===== config.mk =====
export PLATFORM = sky130hd
export DESIGN_NAME = uart_cmd_bridge
export DESIGN_NICKNAME = d
export VERILOG_FILES = /design/src/logic/uart_line_pkg.sv /design/src/logic/cmd_pkg.sv /design/src/logic/uart_cmd_bridge.sv /design/src/logic/uart_rx.sv /design/src/logic/uart_tx.sv /design/src/logic/cmd_serializer.sv /design/src/logic/hold_stage.sv
export SDC_FILE = /design/constraint.sdc
export NUM_CORES = 1
export LEC_CHECK = 0
export ABC_CLOCK_PERIOD_IN_PS = 2650
export BUFFER_PORTS_ARGS = -buffer_cell sky130_fd_sc_hd__clkbuf_2
export CAP_MARGIN = 25
export CORE_ASPECT_RATIO = 0.7
export CORE_MARGIN = 2
export CORE_UTILIZATION = 58
export CTS_CLUSTER_SIZE = 28
export DETAILED_ROUTE_END_ITERATION = 7
export GPL_TIMING_DRIVEN = 0
export PLACE_DENSITY = 0.78
export SYNTH_ARGS = -nofsm -noshare
export SYNTH_HDL_FRONTEND = slang
export SYNTH_SLANG_ARGS = --single-unit
export TNS_END_PERCENT = 1

===== constraint.sdc =====
create_clock -name clk -period 2.65 [get_ports clk]
set_clock_uncertainty 0.1 [all_clocks]
set_input_delay 0.1325 -clock clk [delete_from_list [all_inputs] [get_ports clk]]
set_output_delay 0.1325 -clock clk [all_outputs]
set_load 0.03 [all_outputs]

===== src/logic/uart_line_pkg.sv =====
`default_nettype none

package uart_line_pkg;

  // bit period in clk cycles, short for simulation
  localparam int clks_per_bit = 16;

  // sample point of the start bit, counted from the first low sample
  localparam int half_bit = clks_per_bit / 2;

  localparam int data_bits = 8;

  // start, data, odd parity, stop
  localparam int frame_bits = data_bits + 3;

  // counter widths shared by tx and rx
  localparam int clk_cnt_w = $clog2(clks_per_bit);
  localparam int bit_idx_w = $clog2(frame_bits + 1);

  typedef logic [data_bits-1:0] byte_t;

endpackage

`default_nettype wire

===== src/logic/cmd_pkg.sv =====
`default_nettype none

package cmd_pkg;

  // 16-bit command, hi byte goes out on the line first
  typedef struct packed {
    uart_line_pkg::byte_t hi;
    uart_line_pkg::byte_t lo;
  } cmd_word_t;

  // one received frame as seen by the consumer
  typedef struct packed {
    logic                 overrun;
    logic                 parity_err;
    uart_line_pkg::byte_t data;
  } read_word_t;

endpackage

`default_nettype wire


===== src/logic/uart_cmd_bridge.sv =====
`timescale 1ns/1ps
`default_nettype none

module uart_cmd_bridge (
  input  logic                clk,
  input  logic                rst_n,
  input  cmd_pkg::cmd_word_t  cmd_in,
  input  logic                cmd_valid,
  output logic                cmd_ready,
  input  logic                rx,
  output logic                tx,
  output cmd_pkg::read_word_t read_word,
  output logic                read_valid,
  input  logic                read_ready
);

  cmd_pkg::cmd_word_t   cmd_word;
  logic                 cmd_word_valid;
  logic                 cmd_word_ready;
  uart_line_pkg::byte_t byte_out;
  logic                 byte_valid;
  logic                 byte_ready;
  cmd_pkg::read_word_t  rd_word;
  logic                 rd_strobe;
  logic                 rd_space;

  // command path
  hold_stage #(
    .payload_t (cmd_pkg::cmd_word_t)
  ) u_cmd_hold (
    .clk       (clk),
    .rst_n     (rst_n),
    .in_data   (cmd_in),
    .in_valid  (cmd_valid),
    .in_ready  (cmd_ready),
    .out_data  (cmd_word),
    .out_valid (cmd_word_valid),
    .out_ready (cmd_word_ready)
  );

  cmd_serializer u_serializer (
    .clk            (clk),
    .rst_n          (rst_n),
    .cmd_word       (cmd_word),
    .cmd_word_valid (cmd_word_valid),
    .cmd_word_ready (cmd_word_ready),
    .byte_out       (byte_out),
    .byte_valid     (byte_valid),
    .byte_ready     (byte_ready)
  );

  uart_tx u_tx (
    .clk        (clk),
    .rst_n      (rst_n),
    .byte_in    (byte_out),
    .byte_valid (byte_valid),
    .byte_ready (byte_ready),
    .tx         (tx)
  );

  // receive path
  uart_rx u_rx (
    .clk       (clk),
    .rst_n     (rst_n),
    .rx        (rx),
    .rd_word   (rd_word),
    .rd_strobe (rd_strobe),
    .rd_space  (rd_space)
  );

  hold_stage #(
    .payload_t (cmd_pkg::read_word_t)
  ) u_read_hold (
    .clk       (clk),
    .rst_n     (rst_n),
    .in_data   (rd_word),
    .in_valid  (rd_strobe),
    .in_ready  (rd_space),
    .out_data  (read_word),
    .out_valid (read_valid),
    .out_ready (read_ready)
  );

endmodule

`default_nettype wire


===== src/logic/uart_rx.sv =====
`timescale 1ns/1ps
`default_nettype none

module uart_rx (
  input  logic                clk,
  input  logic                rst_n,
  input  logic                rx,
  output cmd_pkg::read_word_t rd_word,
  output logic                rd_strobe,
  input  logic                rd_space
);

  typedef enum logic [1:0] {
    s_idle,
    s_start,
    s_bits
  } state_t;

  state_t                              state;
  logic                                rx_meta;
  logic                                rx_sync;
  logic                                rx_prev;
  logic [uart_line_pkg::clk_cnt_w-1:0] clk_cnt;
  logic [uart_line_pkg::bit_idx_w-1:0] bit_cnt;
  uart_line_pkg::byte_t                data_q;
  logic                                par_q;
  logic                                overrun_q;
  logic                                half_hit;
  logic                                bit_hit;
  logic                                stop_bit;

  assign half_hit = (clk_cnt == uart_line_pkg::clk_cnt_w'(uart_line_pkg::half_bit - 1));
  assign bit_hit  = (clk_cnt == uart_line_pkg::clk_cnt_w'(uart_line_pkg::clks_per_bit - 1));
  assign stop_bit = (bit_cnt == uart_line_pkg::bit_idx_w'(uart_line_pkg::data_bits + 1));

  // strobe in the stop sample cycle, bad stop bit drops the frame
  assign rd_strobe = (state == s_bits) && bit_hit && stop_bit && rx_sync;

  assign rd_word.overrun    = overrun_q;
  assign rd_word.parity_err = ~^{data_q, par_q};
  assign rd_word.data       = data_q;

  always_ff @(posedge clk or negedge rst_n) begin
    if (!rst_n) begin
      rx_meta <= 1'b1;
      rx_sync <= 1'b1;
      rx_prev <= 1'b1;
    end else begin
      rx_meta <= rx;
      rx_sync <= rx_meta;
      rx_prev <= rx_sync;
    end
  end

  always_ff @(posedge clk or negedge rst_n) begin
    if (!rst_n) begin
      state   <= s_idle;
      clk_cnt <= '0;
      bit_cnt <= '0;
    end else begin
      case (state)
        s_idle: begin
          if (rx_prev && !rx_sync) begin
            state   <= s_start;
            clk_cnt <= '0;
          end
        end
        s_start: begin
          if (half_hit) begin
            // glitch if the line is back high at mid start bit
            state   <= rx_sync ? s_idle : s_bits;
            clk_cnt <= '0;
            bit_cnt <= '0;
          end else begin
            clk_cnt <= clk_cnt + 1'b1;
          end
        end
        s_bits: begin
          if (bit_hit) begin
            clk_cnt <= '0;
            bit_cnt <= bit_cnt + 1'b1;
            if (stop_bit) state <= s_idle;
          end else begin
            clk_cnt <= clk_cnt + 1'b1;
          end
        end
        default: state <= s_idle;
      endcase
    end
  end

  always_ff @(posedge clk) begin
    if (state == s_bits && bit_hit) begin
      if (bit_cnt < uart_line_pkg::bit_idx_w'(uart_line_pkg::data_bits)) begin
        data_q <= {rx_sync, data_q[uart_line_pkg::data_bits-1:1]};
      end else if (!stop_bit) begin
        par_q <= rx_sync;
      end
    end
  end

  // sticky until a word carrying it is accepted
  always_ff @(posedge clk or negedge rst_n) begin
    if (!rst_n) begin
      overrun_q <= 1'b0;
    end else if (rd_strobe) begin
      overrun_q <= !rd_space;
    end
  end

endmodule

`default_nettype wire


===== src/logic/uart_tx.sv =====
`timescale 1ns/1ps
`default_nettype none

module uart_tx (
  input  logic                 clk,
  input  logic                 rst_n,
  input  uart_line_pkg::byte_t byte_in,
  input  logic                 byte_valid,
  output logic                 byte_ready,
  output logic                 tx
);

  logic                                busy;
  logic [uart_line_pkg::frame_bits-1:0] shift_q;
  logic [uart_line_pkg::clk_cnt_w-1:0]  clk_cnt;
  logic [uart_line_pkg::bit_idx_w-1:0]  bit_cnt;
  logic                                bit_end;
  logic                                frame_done;

  assign byte_ready = !busy;

  // shift register idles at all ones, so the line sits high
  assign tx = shift_q[0];

  assign bit_end    = (clk_cnt == uart_line_pkg::clk_cnt_w'(uart_line_pkg::clks_per_bit - 1));
  assign frame_done = (bit_cnt == uart_line_pkg::bit_idx_w'(uart_line_pkg::frame_bits));

  always_ff @(posedge clk or negedge rst_n) begin
    if (!rst_n) begin
      busy    <= 1'b0;
      shift_q <= '1;
      clk_cnt <= '0;
      bit_cnt <= '0;
    end else if (!busy) begin
      if (byte_valid) begin
        busy    <= 1'b1;
        // stop, odd parity, data lsb first, start
        shift_q <= {1'b1, ~^byte_in, byte_in, 1'b0};
        clk_cnt <= '0;
        bit_cnt <= '0;
      end
    end else if (frame_done) begin
      // one spare cycle after the stop bit before ready returns
      busy <= 1'b0;
    end else if (bit_end) begin
      clk_cnt <= '0;
      bit_cnt <= bit_cnt + 1'b1;
      shift_q <= {1'b1, shift_q[uart_line_pkg::frame_bits-1:1]};
    end else begin
      clk_cnt <= clk_cnt + 1'b1;
    end
  end

endmodule

`default_nettype wire


===== src/logic/cmd_serializer.sv =====
`timescale 1ns/1ps
`default_nettype none

module cmd_serializer (
  input  logic                 clk,
  input  logic                 rst_n,
  input  cmd_pkg::cmd_word_t   cmd_word,
  input  logic                 cmd_word_valid,
  output logic                 cmd_word_ready,
  output uart_line_pkg::byte_t byte_out,
  output logic                 byte_valid,
  input  logic                 byte_ready
);

  typedef enum logic [1:0] {
    s_idle,
    s_hi,
    s_lo
  } state_t;

  state_t             state;
  cmd_pkg::cmd_word_t cmd_q;

  assign cmd_word_ready = (state == s_idle);
  assign byte_valid     = (state != s_idle);

  // hi byte first, then lo
  assign byte_out = (state == s_hi) ? cmd_q.hi : cmd_q.lo;

  always_ff @(posedge clk or negedge rst_n) begin
    if (!rst_n) begin
      state <= s_idle;
    end else begin
      case (state)
        s_idle: if (cmd_word_valid) state <= s_hi;
        s_hi:   if (byte_ready) state <= s_lo;
        s_lo:   if (byte_ready) state <= s_idle;
        default: state <= s_idle;
      endcase
    end
  end

  always_ff @(posedge clk) begin
    if (cmd_word_valid && cmd_word_ready) begin
      cmd_q <= cmd_word;
    end
  end

endmodule

`default_nettype wire


===== src/logic/hold_stage.sv =====
`timescale 1ns/1ps
`default_nettype none

module hold_stage #(
  parameter type payload_t = logic [7:0]
) (
  input  logic     clk,
  input  logic     rst_n,
  input  payload_t in_data,
  input  logic     in_valid,
  output logic     in_ready,
  output payload_t out_data,
  output logic     out_valid,
  input  logic     out_ready
);

  logic     full;
  payload_t slot;

  // accept when empty, or when the held word leaves this cycle
  assign in_ready  = !full || out_ready;
  assign out_valid = full;
  assign out_data  = slot;

  always_ff @(posedge clk or negedge rst_n) begin
    if (!rst_n) begin
      full <= 1'b0;
    end else if (in_valid && in_ready) begin
      full <= 1'b1;
    end else if (full && out_ready) begin
      full <= 1'b0;
    end
  end

  always_ff @(posedge clk) begin
    if (in_valid && in_ready) begin
      slot <= in_data;
    end
  end

endmodule

`default_nettype wire


---- Word level (Yosys, flattened, before mapping) ----
Index checks and enable logic that the tools add are counted.
storage, ports and cells
  register bits ........................... 89
operators by class
  add/subtract/negate cells ............... 4
  order comparisons ....................... 1
  equal/unequal tests ..................... 18
  muxes and demuxes ....................... 36
  bitwise operators ....................... 2
  reduce and logical (&&, ||, !) cells .... 32
operators by type and width
  cell                 number
  $mux 4               12
  $mux 11              4
  $add 4x1->4 const B  4
  $eq 4x4->1 const B   4
  $mux 2               8
  $pmux 2 s3           2
  $pmux 4 s3           1
  $reduce_and 3->1     4
  $ne 2x2->1 const B   5
  $reduce_bool 2->1    5
  $reduce_xnor 9->1    1
  $logic_and 1x1->1    8
  $mux 8               1
  $ne 2x1->1 const B   4
  $pmux 4 s2           1
  $reduce_xnor 8->1    1
  $mux 1               7
  $reduce_and 2->1     3
  $eq 2x1->1 const B   2
  $eq 2x2->1 const B   2
  $eq 4x3->1 const B   1
  $logic_not 1->1      4
  $logic_not 2->1      2
  $lt 4x4->1 const B   1
  4 further kinds      6

---- Depth between registers and ports, before layout ----
  depth after elaboration ................. 6
  mapped depth ............................ 8

---- By module ----
From an unflattened synthesis, not the netlist that was laid out.
unflattened totals
  cell total of the unflattened synthesis .. 266
  area, all modules ....................... 3749.8 um2
by module, submodules not included
  module                     instances  cells an instance  area an instance (um2)
  uart_rx                    1          98                 1162.4
  uart_tx                    1          98                 973.4
  cmd_serializer             1          36                 725.7
  hold_stage at u_cmd_hold   1          20                 534.3
  hold_stage at u_read_hold  1          14                 354.1

---- Least setup slack after synthesis ----
No wires, ideal clock.
  path kind ............................... register to register
  start ................................... register u_serializer.state[0]
  end ..................................... register u_cmd_hold.slot (netlist bit u_cmd_hold.out_data[0]) (enable)
  arrival ................................. 1.789 ns
  required time ........................... 2.176 ns
  path slack .............................. 0.388 ns
  stages on the path, launching flop included .. 3
  path buffers ............................ 0
  path through ............................ dfrtp_1 o21ai_0 and2_1
on the way
  word-level cells in the longest chain between the ends .. 3
ends and longest elaborated chain
  what                      line                  text
  start: declaration        cmd_serializer.sv:21  state_t state;
  start signal: assignment  cmd_serializer.sv:32  state <= s_idle;
  start signal: assignment  cmd_serializer.sv:35  s_idle: if (cmd_word_valid) state <= s_hi;
  start signal: assignment  cmd_serializer.sv:36  s_hi: if (byte_ready) state <= s_lo;
  $logic_not 2->1           cmd_serializer.sv:24  assign cmd_word_ready = (state == s_idle);
  $logic_or 1x1->1          hold_stage.sv:21      assign in_ready = !full || out_ready;
  net cmd_ready             uart_cmd_bridge.sv:9  output logic cmd_ready,
  $logic_and 1x1->1         hold_stage.sv:36      if (in_valid && in_ready) begin
  end signal: assignment    hold_stage.sv:37      slot <= in_data;
  end: declaration          hold_stage.sv:18      payload_t slot;
The timed path passes the listed nets, and every way through them passes these cells.
A chain may end at the register's enable or synchronous reset.

---- Worst setup path in the final report ----
  start ................................... register u_rx.state[0]
  end ..................................... register u_read_hold.slot (netlist bit u_read_hold.out_data[0]) (enable)
on the way
  word-level cells in the longest chain between the ends .. 5
ends and longest elaborated chain
  what                             line              text
  start: declaration               uart_rx.sv:19     state_t state;
  start signal: assignment         uart_rx.sv:57     state <= s_idle;
  start signal: assignment         uart_rx.sv:64     state <= s_start;
  start signal: assignment         uart_rx.sv:71     state <= rx_sync ? s_idle : s_bits;
  $eq 2x2->1                       uart_rx.sv:37     assign rd_strobe = (state == s_bits) && bit_hit && stop_bit && rx_sync;
  $logic_and 1x1->1 (3 in series)  uart_rx.sv:37
  $logic_and 1x1->1                hold_stage.sv:36
  end signal: assignment           hold_stage.sv:37
  end: declaration                 hold_stage.sv:18
No other way between the ends.

==> results.md <==
* Worst Setup End Kind: flip-flop
* FFs w/ async S/R, synth at 42.0%
* I/O Buffers at 33
* Post-synth top cells: edfxtp_1, dfrtp_1, xnor2_1
* Main synth FF type: edfxtp_1
* CP Depth at 7
* Slowest cell delay on critical path at 0.47 ns
* Antenna viol nets, final at 0
* Lkg Pwr at 1.67 nW
* GRT overflow at 0
* Pwr dens at 641 mW/mm²
* Sw Share at 24.9%
* Vias in the first global route at 2090
* Num CTS Buffers at 9
* DR vias/cell at 5.30
* Mean Syn Cell Area at 14.0 µm²
* CP Launch Type: flip-flop
* Combinational share of power at 11.4%
* WL/cell at 15.1 µm
* Min-delay worst type: reg -> reg
* Highest clock rate at 442 MHz
* Antenna Cells at 0
* Number of top-level pins at 34
* Most frequent cell after synthesis: edfxtp_1
* Std-Cell Rows at 23
* CTS tree: done
* Slowest-stage cell, CP: nor2b_2
* Synth-to-Final Area Change at 18.4%
* CP top delay family: simple AND/OR/NAND/NOR gates
* Final core occ at 72.9%
* Htree depth at 3
* Clock sinks at 88
* Wirelength, routed at 6070 µm
* Root Buffer: clkbuf_8
* P_int at 2.05 mW
* FF+latch count, synth at 88
* Worst skew pair latency at 0.35 ns
* Mapped cell area at 0.00360 mm²
* Largest net degree at the start of global routing at 38
* Area of the multi-input gates at 0.00107 mm²
* Setup slack, reg-to-reg at 0.39 ns
* Area of the die at 0.00686 mm²
* Unrepaired setup endpoints after global routing: false
* CP Data Required Time at 2.54 ns
* Final setup margin at 0.389 ns
* Synth Warn # at 0
* Global Route Usage Sum at 19.3%
* Share of layout cells above drive strength 1 at 23.2%
* Slew Viols, Final at 0
* Post-synth net total at 287
* CP Class: reg -> reg
* MaxCap Viol Count at 0
* Crit path launch: u_rx.state[0]
* Final hold violations at 0
* Gate Count Post-Synth at 257
* Worst r2r dst: u_read_hold.out_data[0]
* DR DRC count at 0
* Reg area at 0.00247 mm²
* Dpl ws at 0.117 ns
* Synth top area cells: edfxtp_1, dfrtp_1, dfstp_2
* Clock Power Share at 33.4%
* Final GP Congestion at 0.771
* Setup crit end: u_read_hold.out_data[0]
* Core ar. at 0.00584 mm²
* Max clock buf depth at 2
* Initial Util at 61.6%
* Maximum VDD drop at 0.482 mV
* Worst hold slack at 0.259 ns
* Die height at 69.9 µm
* Largest area contributor in the netlist: edfxtp_1
* DRT iter0 DRCs at 150
* Setup TNS at 0 ns
* Post-synth EDFFs at 51
* Drt pass-1 iters at 4
* Worst path cell trace: inv_1, ha_1, buf_2, nand2_1, nor2_1, nand3_1, nor2b_2
* Chip Width at 98.1 µm
* R2r worst-path depth at 7
* HPWL after DPL at 3900 µm
* Slew HR at 39.6%
* Final nets at 352
* P_sw at 0.680 mW
* Netlist cell types at 46
* Post-synth top area share at 42.6%
* RR Startpoint: u_rx.state[0]
* Least-Margin Pin Slew at 0.906 ns
* FILL cells at 397
* First-pass GRT wire length at 10000 µm
* Sequential share of power at 55.2%
* Antenna violations before repair at 0
* Status: complete, no violations
* Setup bufs post-CTS at 0
* Worst Path Arrival at 2.16 ns
* Critical-path maximum fanout at 10
* Clock-pin transition on the worst setup and hold timing paths at 0.08 ns
* Final period util at 85.3%
* Final Setup Violations at 0
* Min Tclk post-route at 2.26 ns
* Via count at 2129
* Design Power at 2.73 mW
* Buf/Inv on CP at 2
* Part of the Yosys area used for sequential elements at 68.8%
worst min path at each step:
stage          cells after the start              endpoint  slack, ns          from
2_1_floorplan                      0  u_cmd_hold.out_valid      -0.26         rst_n
3_3_place_gp                       1          u_rx.rx_meta       0.12            rx
3_5_place_dp                       1          u_rx.rx_meta       0.13            rx
4_1_cts                            0          u_rx.rx_sync       0.26  u_rx.rx_meta
5_1_grt                            0          u_rx.rx_sync       0.27  u_rx.rx_meta
6_report                           0          u_rx.rx_sync       0.26  u_rx.rx_meta
registers in the layout, summed over array words and instances (netlist names), 2 cells and up:
register,count
u_tx.clk_cnt,4
u_rx.state,2
u_serializer.cmd_q,16
u_rx.bit_cnt,4
u_read_hold.out_data,10
u_tx.shift_q,10
u_cmd_hold.out_data,16
u_serializer.state,2
u_tx.bit_cnt,4
u_rx.data_q,8
u_rx.clk_cnt,4
layout by cell type (no fill, tap or decap), types with 8 or more instances in the layout:
master | Yosys | final
ha_1 | 9 | 9
edfxtp_1 | 51 | 51
dfstp_2 | 13 | 13
nand3_1 | 9 | 9
o21ai_0 | 11 | 11
nor2_1 | 18 | 18
nand2_1 | 20 | 20
clkbuf_2 | 0 | 34
clkbuf_8 | 0 | 9
dfrtp_1 | 24 | 24
xnor2_1 | 21 | 21
a221o_1 | 8 | 8
dlygate4sd3_1 | 0 | 20
a22oi_1 | 8 | 8
kinds of logic (layout without fill, tap and decap cells):
logic type	count (synthesis)	count (layout)	share of synthesized area, %
buffers and inverters	14	84	1.63
multiplexers	6	6	1.88
XOR/XNOR	25	25	6.09
AND/OR/NAND/NOR	76	76	10.5
flip-flops	88	88	68.8
AO/OA/AOI/OAI	39	39	8.04
adder cells (fa/ha/maj)	9	9	3.13
timing repair:
action	in CTS	in global routing
hold buffers	20	0
gates resized for setup	0	1
endpoints found under the hold margin	44	0
endpoints found under the setup margin	0	10
metrics by stage:
| stage | instance area [µm²] | cells |
|---|---|---|
| floorplan | 3600 | 257 |
| global placement | 3860 | 365 |
| detailed placement | 3860 | 365 |
| CTS | 4250 | 401 |
| global route | 4260 | 402 |
| finish | 4260 | 402 |
cell type report:
| class | instances | share of cell area (%) |
|---|---|---|
| flip-flops and latches | 88 | 58.1 |
| multi-input cells | 155 | 25.1 |
| repair buffers | 54 | 8.70 |
| clock buffers | 10 | 3.00 |
| well taps | 75 | 2.20 |
| clock inverters | 6 | 1.59 |
| inverters | 8 | 0.705 |
| plain buffers | 6 | 0.676 |
power by group through the flow:
| stage | registers [mW] | logic, mW | clock network, mW |
|---|---|---|---|
| finish | 1.51 | 0.312 | 0.911 |
| global route | 1.51 | 0.358 | 0.988 |
| CTS | 1.51 | 0.313 | 0.930 |
| floorplan | 1.53 | 0.215 | 0 |
| detailed placement | 1.53 | 0.287 | 0 |
| global placement | 1.53 | 0.280 | 0 |
layer usage:
metal | part of all wire, % | global-route usage [%] | vias to the layer above
li1 | - | - | 1061
met1 | 50 | 27.1 | 1014
met3 | 4.4 | 6.91 | 5
met2 | 45 | 28.9 | 49
met5 | 0 | 0 | -
met4 | 0.68 | 5.48 | 0
Note: power is estimated with default switching activity, not from simulation.
